==> src/axi_mstr_pkg.sv <==
// shared definitions for the single-command axi master
// register map, fsm state encoding, ccr word layout and width helpers
// imported by the decode, fsm, result and top modules

package axi_mstr_pkg;

  // --------------------------------------------------
  // register bus
  // --------------------------------------------------
  localparam int CFG_ADDR_W = 8;   // low offset bits only, upper bits decoded upstream
  localparam int CFG_DATA_W = 32;

  localparam logic [CFG_ADDR_W-1:0] CCR_OFFS  = 8'h00;  // control: rd_wrb / done / go
  localparam logic [CFG_ADDR_W-1:0] CAHR_OFFS = 8'h04;  // address high
  localparam logic [CFG_ADDR_W-1:0] CALR_OFFS = 8'h08;  // address low
  localparam logic [CFG_ADDR_W-1:0] CWDR_OFFS = 8'h0C;  // write data
  localparam logic [CFG_ADDR_W-1:0] CRDR_OFFS = 8'h10;  // read data

  localparam logic [CFG_DATA_W-1:0] CFG_UNMAPPED_DATA = 32'hffff_ffff;

  // --------------------------------------------------
  // axi side
  // --------------------------------------------------
  localparam int AXI_ADDR_W = 64;

  // master sequence, one step per handshake
  typedef enum logic [2:0] {
    IDLE    = 3'd0,  // waiting for go
    WR      = 3'd1,  // awvalid up
    WR_DATA = 3'd2,  // wvalid up
    WR_RESP = 3'd3,  // bready up
    RD      = 3'd4,  // arvalid up
    RD_DATA = 3'd5   // rready up
  } mstr_state_e;

  // ccr seen either as a plain bus word or as its control fields
  typedef union packed {
    logic [CFG_DATA_W-1:0] raw;
    struct packed {
      logic [CFG_DATA_W-4:0] rsvd;    // reads as zero
      logic                  rd_wrb;  // 1 = read, 0 = write
      logic                  done;
      logic                  go;
    } ctl;
  } ccr_word_u;

  // --------------------------------------------------
  // width helpers
  // --------------------------------------------------

  // bytes per data beat, one strobe bit each
  function automatic int strb_w(input int data_w);
    return data_w / 8;
  endfunction

  // bits needed to pick a byte lane inside a beat
  function automatic int lane_w(input int data_w);
    return $clog2(data_w / 8);
  endfunction

endpackage
==> src/axi_mstr_top.sv <==
// top of the register driven single-command axi master
// host programs address, data and ccr over the cfg bus, the engine then
// runs one 4 byte axi write or read; id/len/size/last are tied off outside

`timescale 1ns/1ps

module axi_mstr_top #(
  parameter int DATA_W = 512
) (
  input  logic                                    aclk,
  input  logic                                    rst_n,
  // register bus
  input  logic                                    cfg_wr,
  input  logic                                    cfg_rd,
  input  logic [axi_mstr_pkg::CFG_ADDR_W-1:0]     cfg_addr,
  input  logic [31:0]                             cfg_wdata,
  output logic                                    cfg_ack,
  output logic [31:0]                             cfg_rdata,
  // axi master
  output logic                                    awvalid,
  output logic [axi_mstr_pkg::AXI_ADDR_W-1:0]     awaddr,
  input  logic                                    awready,
  output logic                                    wvalid,
  output logic [DATA_W-1:0]                       wdata,
  output logic [axi_mstr_pkg::strb_w(DATA_W)-1:0] wstrb,
  input  logic                                    wready,
  input  logic                                    bvalid,
  output logic                                    bready,
  output logic                                    arvalid,
  output logic [axi_mstr_pkg::AXI_ADDR_W-1:0]     araddr,
  input  logic                                    arready,
  input  logic                                    rvalid,
  input  logic [DATA_W-1:0]                       rdata,
  output logic                                    rready
);

  import axi_mstr_pkg::*;

  // --------------------------------------------------
  // decode <-> fsm <-> result
  // --------------------------------------------------
  logic                  cmd_go;
  logic                  cmd_rd_wrb;
  logic [AXI_ADDR_W-1:0] cmd_addr;
  logic [31:0]           cmd_wr_data;
  logic                  cmd_done;
  logic [31:0]           cmd_rd_data;
  logic                  sm_idle;
  logic                  ccr_wr;
  logic                  crdr_wr;
  logic [31:0]           wr_word;
  logic                  wr_done_beat;
  logic                  rd_beat;

  cfg_reg_decode u_decode (
    .aclk        (aclk),
    .rst_n       (rst_n),
    .cfg_wr      (cfg_wr),
    .cfg_rd      (cfg_rd),
    .cfg_addr    (cfg_addr),
    .cfg_wdata   (cfg_wdata),
    .cfg_ack     (cfg_ack),
    .cfg_rdata   (cfg_rdata),
    .sm_idle     (sm_idle),
    .cmd_done    (cmd_done),
    .cmd_rd_data (cmd_rd_data),
    .cmd_go      (cmd_go),
    .cmd_rd_wrb  (cmd_rd_wrb),
    .cmd_addr    (cmd_addr),
    .cmd_wr_data (cmd_wr_data),
    .ccr_wr      (ccr_wr),
    .crdr_wr     (crdr_wr),
    .wr_word     (wr_word)
  );

  axi_mstr_fsm #(.DATA_W(DATA_W)) u_fsm (
    .aclk         (aclk),
    .rst_n        (rst_n),
    .cmd_go       (cmd_go),
    .cmd_done     (cmd_done),
    .cmd_rd_wrb   (cmd_rd_wrb),
    .cmd_addr     (cmd_addr),
    .cmd_wr_data  (cmd_wr_data),
    .awvalid      (awvalid),
    .awaddr       (awaddr),
    .awready      (awready),
    .wvalid       (wvalid),
    .wdata        (wdata),
    .wstrb        (wstrb),
    .wready       (wready),
    .bvalid       (bvalid),
    .bready       (bready),
    .arvalid      (arvalid),
    .araddr       (araddr),
    .arready      (arready),
    .rvalid       (rvalid),
    .rready       (rready),
    .sm_idle      (sm_idle),
    .wr_done_beat (wr_done_beat),
    .rd_beat      (rd_beat)
  );

  cmd_result #(.DATA_W(DATA_W)) u_result (
    .aclk         (aclk),
    .rst_n        (rst_n),
    .ccr_wr       (ccr_wr),
    .crdr_wr      (crdr_wr),
    .wr_word      (wr_word),
    .wr_done_beat (wr_done_beat),
    .rd_beat      (rd_beat),
    .rdata        (rdata),
    .lane_addr    (cmd_addr[5:0]),  // byte lane of the word
    .cmd_done     (cmd_done),
    .cmd_rd_data  (cmd_rd_data)
  );

endmodule

==> src/cmd_result.sv <==
// command result registers: done flag and read data (crdr)
// done is set by the final handshake of either command and
// can be loaded by software through ccr, crdr likewise

`timescale 1ns/1ps

module cmd_result #(
  parameter int DATA_W = 512
) (
  input  logic              aclk,
  input  logic              rst_n,
  input  logic              ccr_wr,        // ccr write strobe
  input  logic              crdr_wr,       // crdr write strobe
  input  logic [31:0]       wr_word,       // captured bus word
  input  logic              wr_done_beat,  // b handshake
  input  logic              rd_beat,       // r handshake
  input  logic [DATA_W-1:0] rdata,
  input  logic [5:0]        lane_addr,     // low address bits
  output logic              cmd_done,
  output logic [31:0]       cmd_rd_data
);

  import axi_mstr_pkg::*;

  localparam int LANE_W = lane_w(DATA_W);

  ccr_word_u   wr_ccr;
  logic [DATA_W-1:0] rd_shift;  // beat moved down so the word sits at bit 0

  assign wr_ccr = wr_word;

  // --------------------------------------------------
  // done flag
  // --------------------------------------------------
  always_ff @(posedge aclk or negedge rst_n) begin
    if (!rst_n) begin
      cmd_done <= 1'b0;
    end else if (ccr_wr) begin
      cmd_done <= wr_ccr.ctl.done;  // software may clear or set
    end else if (wr_done_beat || rd_beat) begin
      cmd_done <= 1'b1;
    end
  end

  // --------------------------------------------------
  // read data, lane extraction
  // --------------------------------------------------
  assign rd_shift = rdata >> {lane_addr[LANE_W-1:0], 3'b000};

  always_ff @(posedge aclk or negedge rst_n) begin
    if (!rst_n) begin
      cmd_rd_data <= '0;
    end else if (crdr_wr) begin
      cmd_rd_data <= wr_word;
    end else if (rd_beat) begin
      cmd_rd_data <= rd_shift[31:0];  // only the accepted beat
    end
  end

  // a new command only starts with done clear
  a_done_clear : assert property (@(posedge aclk) disable iff (!rst_n)
    (wr_done_beat || rd_beat) |-> !cmd_done);

endmodule

==> src/axi_mstr_fsm.sv <==
// axi master sequencer, one single-beat 4 byte command per go
// write path goes aw -> w -> b, read path ar -> r
// valids and readies decode straight from the state register

`timescale 1ns/1ps

module axi_mstr_fsm #(
  parameter int DATA_W = 512
) (
  input  logic                                      aclk,
  input  logic                                      rst_n,
  input  logic                                      cmd_go,
  input  logic                                      cmd_done,
  input  logic                                      cmd_rd_wrb,
  input  logic [axi_mstr_pkg::AXI_ADDR_W-1:0]       cmd_addr,
  input  logic [31:0]                               cmd_wr_data,
  // write address
  output logic                                      awvalid,
  output logic [axi_mstr_pkg::AXI_ADDR_W-1:0]       awaddr,
  input  logic                                      awready,
  // write data
  output logic                                      wvalid,
  output logic [DATA_W-1:0]                         wdata,
  output logic [axi_mstr_pkg::strb_w(DATA_W)-1:0]   wstrb,
  input  logic                                      wready,
  // write response
  input  logic                                      bvalid,
  output logic                                      bready,
  // read address
  output logic                                      arvalid,
  output logic [axi_mstr_pkg::AXI_ADDR_W-1:0]       araddr,
  input  logic                                      arready,
  // read data
  input  logic                                      rvalid,
  output logic                                      rready,
  // towards decode / result
  output logic                                      sm_idle,
  output logic                                      wr_done_beat,
  output logic                                      rd_beat
);

  import axi_mstr_pkg::*;

  localparam int STRB_W = strb_w(DATA_W);
  localparam int LANE_W = lane_w(DATA_W);  // 6 for a 512 bit beat

  mstr_state_e       state_q;
  mstr_state_e       state_ns;
  logic [LANE_W-1:0] lane;  // byte offset of the word in the beat

  // --------------------------------------------------
  // next state
  // --------------------------------------------------
  always_comb begin
    state_ns = state_q;  // back-pressure just holds
    case (state_q)
      IDLE: begin
        if (cmd_go && !cmd_done)
          state_ns = cmd_rd_wrb ? RD : WR;
      end
      WR:      if (awready) state_ns = WR_DATA;
      WR_DATA: if (wready)  state_ns = WR_RESP;
      WR_RESP: if (bvalid)  state_ns = IDLE;  // bresp ignored
      RD:      if (arready) state_ns = RD_DATA;
      RD_DATA: if (rvalid)  state_ns = IDLE;  // rresp ignored
      default: state_ns = IDLE;
    endcase
  end

  always_ff @(posedge aclk or negedge rst_n) begin
    if (!rst_n) state_q <= IDLE;
    else        state_q <= state_ns;
  end

  // --------------------------------------------------
  // axi outputs
  // --------------------------------------------------
  assign sm_idle = (state_q == IDLE);
  assign awvalid = (state_q == WR);
  assign wvalid  = (state_q == WR_DATA);
  assign bready  = (state_q == WR_RESP);
  assign arvalid = (state_q == RD);
  assign rready  = (state_q == RD_DATA);

  assign awaddr = cmd_addr;  // same address both ways
  assign araddr = cmd_addr;

  // word and 4 strobe bits moved up to the lane
  // lanes above 60 lose the top bytes off the end of the beat
  assign lane  = cmd_addr[LANE_W-1:0];
  assign wdata = {{(DATA_W-32){1'b0}}, cmd_wr_data} << {lane, 3'b000};
  assign wstrb = {{(STRB_W-4){1'b0}}, 4'hF} << lane;

  // completion pulses, one per command
  assign wr_done_beat = bready & bvalid;
  assign rd_beat      = rready & rvalid;

  // --------------------------------------------------
  // checks
  // --------------------------------------------------
  a_aw_hold : assert property (@(posedge aclk) disable iff (!rst_n)
    awvalid && !awready |=> awvalid);
  a_w_hold : assert property (@(posedge aclk) disable iff (!rst_n)
    wvalid && !wready |=> wvalid);
  a_ar_hold : assert property (@(posedge aclk) disable iff (!rst_n)
    arvalid && !arready |=> arvalid);
  a_one_valid : assert property (@(posedge aclk) disable iff (!rst_n)
    $onehot0({awvalid, wvalid, arvalid}));

endmodule

==> src/cfg_reg_decode.sv <==
// register bus front end of the axi master
// stretches each wr/rd request until ack, owns the command registers
// and returns readback data in the ack cycle (2 cycles after the request)

`timescale 1ns/1ps

module cfg_reg_decode (
  input  logic                                aclk,
  input  logic                                rst_n,
  input  logic                                cfg_wr,       // one-cycle pulse
  input  logic                                cfg_rd,       // one-cycle pulse
  input  logic [axi_mstr_pkg::CFG_ADDR_W-1:0] cfg_addr,
  input  logic [31:0]                         cfg_wdata,
  output logic                                cfg_ack,
  output logic [31:0]                         cfg_rdata,
  input  logic                                sm_idle,
  input  logic                                cmd_done,
  input  logic [31:0]                         cmd_rd_data,
  output logic                                cmd_go,
  output logic                                cmd_rd_wrb,
  output logic [axi_mstr_pkg::AXI_ADDR_W-1:0] cmd_addr,
  output logic [31:0]                         cmd_wr_data,
  output logic                                ccr_wr,       // strobes towards result block
  output logic                                crdr_wr,
  output logic [31:0]                         wr_word
);

  import axi_mstr_pkg::*;

  logic                  wr_stretch;
  logic                  rd_stretch;
  logic [CFG_ADDR_W-1:0] addr_q;       // captured offset
  logic [CFG_DATA_W-1:0] wdata_q;      // captured write word
  logic                  reg_wr;       // register write edge, same edge ack rises
  ccr_word_u             wr_ccr;       // control view of the captured word
  ccr_word_u             rd_ccr;       // ccr as it reads back
  logic [31:0]           addr_hi_q;
  logic [31:0]           addr_lo_q;

  // --------------------------------------------------
  // request stretch and ack
  // --------------------------------------------------
  always_ff @(posedge aclk or negedge rst_n) begin
    if (!rst_n) begin
      wr_stretch <= 1'b0;
      rd_stretch <= 1'b0;
      addr_q     <= '0;
      wdata_q    <= '0;
    end else begin
      wr_stretch <= cfg_wr | (wr_stretch & ~cfg_ack);  // held until ack
      rd_stretch <= cfg_rd | (rd_stretch & ~cfg_ack);
      if (cfg_wr | cfg_rd) begin
        addr_q  <= cfg_addr;
        wdata_q <= cfg_wdata;
      end
    end
  end

  always_ff @(posedge aclk or negedge rst_n) begin
    if (!rst_n) cfg_ack <= 1'b0;
    else        cfg_ack <= (wr_stretch | rd_stretch) & ~cfg_ack;  // single pulse
  end

  assign reg_wr  = wr_stretch & ~cfg_ack;
  assign wr_ccr  = wdata_q;
  assign ccr_wr  = reg_wr & (addr_q == CCR_OFFS);
  assign crdr_wr = reg_wr & (addr_q == CRDR_OFFS);
  assign wr_word = wdata_q;  // done bit and crdr load live in cmd_result

  // --------------------------------------------------
  // command registers
  // --------------------------------------------------
  always_ff @(posedge aclk or negedge rst_n) begin
    if (!rst_n) begin
      cmd_go      <= 1'b0;
      cmd_rd_wrb  <= 1'b0;
      addr_hi_q   <= '0;
      addr_lo_q   <= '0;
      cmd_wr_data <= '0;
    end else begin
      if (ccr_wr) begin
        cmd_go     <= wr_ccr.ctl.go;
        cmd_rd_wrb <= wr_ccr.ctl.rd_wrb;
      end else begin
        cmd_go <= cmd_go & sm_idle;  // dropped once the fsm has left idle
      end
      if (reg_wr && addr_q == CAHR_OFFS) addr_hi_q   <= wdata_q;
      if (reg_wr && addr_q == CALR_OFFS) addr_lo_q   <= wdata_q;
      if (reg_wr && addr_q == CWDR_OFFS) cmd_wr_data <= wdata_q;
    end
  end

  assign cmd_addr = {addr_hi_q, addr_lo_q};

  // --------------------------------------------------
  // readback mux, refreshed every cycle
  // --------------------------------------------------
  always_comb begin
    rd_ccr            = '0;
    rd_ccr.ctl.rd_wrb = cmd_rd_wrb;
    rd_ccr.ctl.done   = cmd_done;
    rd_ccr.ctl.go     = cmd_go;
  end

  always_ff @(posedge aclk or negedge rst_n) begin
    if (!rst_n) begin
      cfg_rdata <= '0;
    end else begin
      case (addr_q)
        CCR_OFFS:  cfg_rdata <= rd_ccr.raw;
        CAHR_OFFS: cfg_rdata <= addr_hi_q;
        CALR_OFFS: cfg_rdata <= addr_lo_q;
        CWDR_OFFS: cfg_rdata <= cmd_wr_data;
        CRDR_OFFS: cfg_rdata <= cmd_rd_data;
        default:   cfg_rdata <= CFG_UNMAPPED_DATA;  // unknown offset
      endcase
    end
  end

  // host side protocol
  a_ack_single : assert property (@(posedge aclk) disable iff (!rst_n)
    cfg_ack |=> !cfg_ack);
  a_no_wr_rd : assert property (@(posedge aclk) disable iff (!rst_n)
    !(cfg_wr && cfg_rd));

endmodule

==> config.mk <==
export PLATFORM = sky130hd
export DESIGN_NAME = axi_mstr_top
export DESIGN_NICKNAME = d
export VERILOG_FILES = /design/src/axi_mstr_pkg.sv /design/src/axi_mstr_top.sv /design/src/cmd_result.sv /design/src/axi_mstr_fsm.sv /design/src/cfg_reg_decode.sv
export SDC_FILE = /design/constraint.sdc
export NUM_CORES = 1
export LEC_CHECK = 0
export ABC_CLOCK_PERIOD_IN_PS = 3500
export BUFFER_PORTS_ARGS = -buffer_cell sky130_fd_sc_hd__buf_2
export CELL_PAD_IN_SITES_DETAIL_PLACEMENT = 0
export CELL_PAD_IN_SITES_GLOBAL_PLACEMENT = 1
export CORE_AREA = 2 2 508 510
export CTS_CLUSTER_SIZE = 10
export DETAILED_ROUTE_END_ITERATION = 6
export DIE_AREA = 0 0 510 512
export PLACE_DENSITY_LB_ADDON = 0.1
export REMOVE_ABC_BUFFERS = 1
export SETUP_SLACK_MARGIN = 0.05
export SLEW_MARGIN = 20
export SYNTH_ARGS = -nofsm -noshare
export SYNTH_HDL_FRONTEND = slang
export SYNTH_HIERARCHICAL = 1
export SYNTH_SLANG_ARGS = --single-unit
==> constraint.sdc <==
create_clock -name aclk -period 3.5 [get_ports aclk]
set_input_delay 0.525 -clock aclk [delete_from_list [all_inputs] [get_ports aclk]]
set_output_delay 0.525 -clock aclk [all_outputs]
set_load 0.02 [all_outputs]
==> run metrics, run 1 <==
Placed Instances 7561; startpoint types register; fin crit share 0.954; WL final 270000 um; HP Class input pin to register; Sum Neg Setup Slack 0 ns; Layout Skew 0.0324 ns; Multi-input gate area 21900 um2; vias in the first global route 33700; Req. time, crit path 4.01 ns; most frequent cell on the critical path buf_4; final core utilization 0.164; asr flop ratio synth 1.00; min cycle time layout 3.34 ns; Ys Warns 6; DP HPWL 224000 um; final setup fails 0; crit path kind register to register; detailed router's first-iteration violation count 2249; Post-synth EDFFs 0; Max Root-Sink Buffers 3; CP max stage delay 0.60 ns; top_reg_cell synth dfrtp_1; post-route setup slack 0.162 ns; CTS tree yes; peak supply drop 0.342 mV; outcome completed; CP Max Fanout 22; Worst Setup End Kind register; most common cell after layout, fill and taps aside buf_2; Post-route DRC 0; TritonRoute pass-1 iters 5; die area 261000 um2; antenna viol nets, final 0; gpl congestion 0.811; GRT Util Overall 0.198; Avg Inst Size Synth 9.79 um2; Initial Util 0.116; Fin. Hold Viols 0; root buf cell clkbuf_16; clk sinks 209; max_slew headroom 0.356; register cell area after layout 5260 um2; Netlist cell types 81; layout cell share with drive strength beyond 1 0.564; Final Instance Count excl. Fillers 7669; RSZ-0062 raised after global routing false; Leak 17.1 nW; final instance area 42000 um2; Die W 510 um; sequential fraction of the synthesis area 0.176; Reg2Reg Depth 8; fmax 300 MHz; PD cells 330 nW/um2; initial antenna violation count 129; most frequent cells in the layout buf_2 (1300), nor2_1 (518), mux4_2 (397); Slew Limit Fails 0; worst hold slack 0.139 ns; DR vias 33000; Total Power 13.8 mW; Num CTS Buffers 29; area grow syn2layout 41.2%; worst skew pair latency 0.62 ns; Port Buffers 1302; Vias/cell 4.31; Chip Height 512 um; cell count of the worst hold path 2; drt wl/cell 35.2 um; first-pass GRT wire length 349000 um; total I/O pin count 1303; clock slew seen by the registers of the worst setup and hold paths 0.07 ns; depth of the CTS H-tree 1; core outline area 256000 um2; DP Area 40500 um2; number of synthesized register bits 209; Post-Synthesis Cells 3038; slowest CP cell or4_4; cell area after synthesis 29800 um2; Fillers 29100; Worst EP arrival 3.84 ns; DP Worst Slack -0.0927 ns; Worst-Margin Slew 0.965 ns; critical path cell sequence or4_4 -> nor4_4 -> buf_4 -> buf_4 -> nor2_4 -> a22oi_1 -> o21ai_0 -> o31a_1; GRT overflow 0; num rows 186; layout net count 4789; Maximum Capacitance Violations 0; pin count of the biggest net entering global routing 70
-- layout make-up --
type / instances / share of cell area
Multi-Input combinational cell: 2348 / 0.521
Timing Repair Buffer: 1600 / 0.223
Sequential cell: 209 / 0.125
Tap cell: 3384 / 0.101
Clock buffer: 41 / 0.0200
Clock inverter: 9 / 0.00423
Inverter: 38 / 0.00346
Antenna cell: 40 / 0.00238
-- cells in the mapped netlist, drive strengths merged (4+ instances only) --
master	number	share of area
a2111oi	6	0.0020
a211o	4	0.0012
a211oi	33	0.0083
a21oi	52	0.0098
a221o	4	0.0013
a221oi	50	0.015
a22o	9	0.0026
a22oi	57	0.014
a2bb2oi	18	0.0098
a311oi	4	0.0012
a31oi	32	0.0067
a32oi	8	0.0024
and2	19	0.0040
and3	11	0.0023
buf	329	0.078
clkbuf	114	0.014
clkinv	6	0.00076
dfrtp	209	0.18
inv	32	0.0040
mux2	234	0.089
mux2i	157	0.054
mux4	397	0.30
nand2	184	0.024
nand2b	23	0.0048
nand3	62	0.010
nand3b	6	0.0015
nand4	7	0.0015
nor2	529	0.067
nor2b	48	0.010
nor3	45	0.0076
nor3b	4	0.0010
nor4	14	0.0034
o2111ai	4	0.0012
o211ai	16	0.0040
o21ai	91	0.016
o221ai	7	0.0021
o22ai	158	0.033
o2bb2ai	5	0.0015
o311ai	6	0.0018
or2	9	0.0019
or3	4	0.00084
-- final timing paths --
kind	from	endpoint	slack, ns
hold reg to reg	u_decode/rd_stretch$_DFF_PN0_	u_decode/rd_stretch$_DFF_PN0_	0.50
max in group asynchronous	rst_n	u_decode/addr_lo_q[5]$_DFFE_PN0P_	2.09
setup reg to reg	u_decode/addr_q[7]$_DFFE_PN0P_	u_result/cmd_rd_data[6]$_DFFE_PN0P_	0.16
setup / recovery	u_decode/addr_q[7]$_DFFE_PN0P_	u_result/cmd_rd_data[6]$_DFFE_PN0P_	0.16
hold / removal	cfg_addr[6]	u_decode/addr_q[6]$_DFFE_PN0P_	0.14
min in group asynchronous	rst_n	u_decode/wr_word[7]$_DFFE_PN0P_	0.47
-- power by group --
group | internal, mW | switching, mW
logic | 2.77 | 4.31
registers | 2.71 | 0.695
clock network | 2.02 | 1.34
total | 7.50 | 6.35
-- registers in the layout, indices dropped and copies added, names as in the netlist --
name                  cells
u_decode/addr_lo_q       32
u_decode/cfg_rdata       32
u_decode/wr_word         32
u_result/cmd_done         1
u_decode/cmd_rd_wrb       1
u_decode/cmd_wr_data     32
u_decode/cfg_ack          1
u_decode/rd_stretch       1
u_decode/wr_stretch       1
u_decode/addr_hi_q       32
u_decode/addr_q           8
u_result/cmd_rd_data     32
u_fsm/state_q             3
u_decode/cmd_go           1
-- kinds of logic (layout without fill, tap and decap cells) --
logic type      Yosys count  after routing  share of synthesized area
fa+ha+maj                 2              2                   0.000841
simple gates            973            973                      0.143
flops                   209            209                      0.176
compound gates          583            583                      0.140
other cells               0             40                          0
mux                     788            788                      0.443
xor+xnor                  2              2                   0.000589
buf+inv                 481           1688                     0.0968
-- metal layers --
layer,part of all wire,wire length (um),vias to the layer above,track usage
met5,0.0018,474,-,0
met4,0.019,5060,76,0.0336
met3,0.054,14600,273,0.0330
met2,0.53,143000,1425,0.372
met1,0.40,107000,17100,0.234
li1,-,-,14100,-
-- worst max-delay path: cells and delay by family (launching register included) --
family | cells | cell delay [ns]
AO/OA/AOI/OAI | 3 | 0.79
AND/OR/NAND/NOR | 3 | 1.36
buffers and inverters | 2 | 0.65
flip-flops | 1 | 0.39
-- what timing repair did --
item	4_1_cts	5_1_grt
resized for setup	32	6
buffers inserted	15	2
pin swaps	2	0
setup endpoints to repair	487	17
endpoints found under the hold margin	54	0
hold buffers	1	0
Power figures use the tool's default switching activity.
==> inputs of run 2 (changes only) <==
--- a/config.mk
+++ b/config.mk
@@ -10,10 +10,10 @@
 export CELL_PAD_IN_SITES_DETAIL_PLACEMENT = 0
 export CELL_PAD_IN_SITES_GLOBAL_PLACEMENT = 1
 export CORE_AREA = 2 2 508 510
-export CTS_CLUSTER_SIZE = 10
+export CTS_CLUSTER_SIZE = 40
 export DETAILED_ROUTE_END_ITERATION = 6
 export DIE_AREA = 0 0 510 512
-export PLACE_DENSITY_LB_ADDON = 0.1
+export PLACE_DENSITY = 0.35
 export REMOVE_ABC_BUFFERS = 1
 export SETUP_SLACK_MARGIN = 0.05
 export SLEW_MARGIN = 20
==> run 2 against run 1 <==
Count of clock-buffer cells in the layout grew 5. First-iteration DRC count grew 22%. Largest power group unchanged. Global-route usage is 0.44 points higher.
==> run metrics, run 2 (synthesis results as in run 1) <==
Slew Limit Fails 0 (unchanged); WL final 276000 um (was 270000 um); DR vias 33900 (was 33000); pin count of the biggest net entering global routing 75 (was 70); CP Launch Point u_decode/addr_lo_q[3]$_DFFE_PN0P_ (was u_decode/addr_q[7]$_DFFE_PN0P_); startpoint types register (unchanged); worst skew pair latency 0.60 ns (was 0.62 ns); root buf cell clkbuf_16 (unchanged); clk sinks 209 (unchanged); GRT Util Overall 0.202 (was 0.198); num rows 186 (unchanged); Worst Setup End Kind output pin (was register); GRT overflow 0 (unchanged); most frequent cells in the layout buf_2 (1301), nor2_1 (518), mux4_2 (397) (was buf_2 (1300), nor2_1 (518), mux4_2 (397)); Reg2Reg Depth 9 (was 8); area grow syn2layout 42.2% (was 41.2%); Fin. Hold Viols 0 (unchanged); fmax 289 MHz (was 300 MHz); first-pass GRT wire length 354000 um (was 349000 um); drt wl/cell 36.0 um (was 35.2 um); worst hold slack 0.156 ns (was 0.139 ns); TritonRoute pass-1 iters 5 (unchanged); Maximum Capacitance Violations 0 (unchanged); detailed router's first-iteration violation count 2739 (was 2249); Port Buffers 1302 (unchanged); Die W 510 um (unchanged); CP Max Fanout 10 (was 22); Req. time, crit path 2.97 ns (was 4.01 ns); DP Worst Slack -0.482 ns (was -0.0927 ns); Chip Height 512 um (unchanged); depth of the CTS H-tree 2 (was 1); clock slew seen by the registers of the worst setup and hold paths 0.06 ns (was 0.07 ns); Layout Skew 0.0454 ns (was 0.0324 ns); HP Class input pin to register (unchanged); most common cell after layout, fill and taps aside buf_2 (unchanged); vias in the first global route 33600 (was 33700); die area 261000 um2 (unchanged); gpl congestion 0.849 (was 0.811); outcome completed (unchanged); Placed Instances 7553 (was 7561); core outline area 256000 um2 (unchanged); Clk pwr share 0.260 (was 0.243); Sw Ratio 0.462 (was 0.458); Initial Util 0.116 (unchanged); final setup fails 0 (unchanged); Worst-Margin Slew 1.31 ns (was 0.965 ns); fin crit share 0.989 (was 0.954); PD cells 342 nW/um2 (was 330 nW/um2); combinational cell fraction of total power 0.505 (was 0.511); peak supply drop 0.273 mV (was 0.342 mV); Post-route DRC 0 (unchanged); Final Instance Count excl. Fillers 7669 (unchanged); R2R Setup Slk 0.19 ns (was 0.16 ns); layout net count 4790 (was 4789); CTS tree yes (unchanged); RSZ-0062 raised after global routing true (was false); max_slew headroom 0.119 (was 0.356); post-route setup slack 0.0387 ns (was 0.162 ns); DP HPWL 231000 um (was 224000 um); end of the critical path wdata[334] (was u_result/cmd_rd_data[6]$_DFFE_PN0P_); Fillers 29200 (was 29100); Leak 17.1 nW (about the same); Num CTS Buffers 34 (was 29); initial antenna violation count 117 (was 129); antenna viol nets, final 0 (unchanged); Max Root-Sink Buffers 3 (unchanged); Vias/cell 4.41 (was 4.31); sequential share of power 0.235 (was 0.246); Worst EP arrival 2.94 ns (was 3.84 ns); FF-to-FF End u_result/cmd_rd_data[10]$_DFFE_PN0P_ (was u_result/cmd_rd_data[6]$_DFFE_PN0P_); min cycle time layout 3.46 ns (was 3.34 ns); layout cell share with drive strength beyond 1 0.570 (was 0.564); crit path kind register to output pin (was register to register); origin of the critical flop-to-flop path u_decode/addr_lo_q[2]$_DFFE_PN0P_ (was u_decode/addr_q[7]$_DFFE_PN0P_); internal cell power 7.77 mW (was 7.50 mW); Psw 6.69 mW (was 6.35 mW); total I/O pin count 1303 (unchanged); final core utilization 0.165 (was 0.164); Sum Neg Setup Slack 0 ns (unchanged)
-- run 2: per-layer routing --
layer,GRT usage,routed length [um]
met2,0.373,144000
met4,0.0395,5790
met5,0,352
met1,0.246,111000
met3,0.0289,15100
-- run 2: power groups by stage --
stage,combinational (mW),sequential [mW],clock (mW)
floorplan,4.27,3.60,0
global placement,7.23,3.48,0
detailed placement,7.21,3.49,0
CTS,7.40,3.40,3.92
global route,7.68,3.43,3.98
finish,7.31,3.39,3.76
-- run 2: layout make-up --
type	instances	area [um2]	share of cell area
inverter	38	143	0.00337
multi-input combinational	2348	22100	0.521
sequential	209	5260	0.124
clock buffer	46	966	0.0228
antenna	34	85.1	0.00201
clock inverter	14	203	0.00479
timing repair buffer	1596	9370	0.222
tap	3384	4230	0.100
-- run 2: how the worst min path moves through the flow --
stage / start / end / slack (ns) / cells past startpoint
4_1_cts: cfg_wdata[12] / u_decode/wr_word[12]$_DFFE_PN0P_ / 0.10 / 2
5_1_grt: cfg_wdata[28] / u_decode/wr_word[28]$_DFFE_PN0P_ / 0.14 / 2
3_5_place_dp: u_decode/rd_stretch$_DFF_PN0_ / u_decode/rd_stretch$_DFF_PN0_ / 0.48 / 1
6_report: cfg_wdata[12] / u_decode/wr_word[12]$_DFFE_PN0P_ / 0.16 / 2
3_3_place_gp: u_decode/rd_stretch$_DFF_PN0_ / u_decode/rd_stretch$_DFF_PN0_ / 0.48 / 1
2_1_floorplan: rst_n / u_decode/addr_hi_q[0]$_DFFE_PN0P_ / 0.23 / 0
-- run 2: repair_timing --
action	in CTS	in global routing
pin swaps	4	1
gates cloned	0	1
endpoints found under the hold margin	27	0
gates resized for setup	33	9
hold buffers	1	0
setup buffers	20	0
setup endpoints to repair	327	38
-- run 2: critical path: stages, from the launching register on --
cell,delay [ns]
dfrtp_4,0.50
buf_12,0.16
buf_4,0.17
nor2_2,0.56
a22oi_1,0.35
buf_4,0.27
nor2_1,0.11
buf_2,0.18
-- run 2: stage by stage --
step                instance area, um2  power [mW]
finish                           42300        14.5
floorplan                        27000        7.87
CTS                              42100        14.7
global route                     42300        15.1
detailed placement               40500        10.7
global placement                 40500        10.7
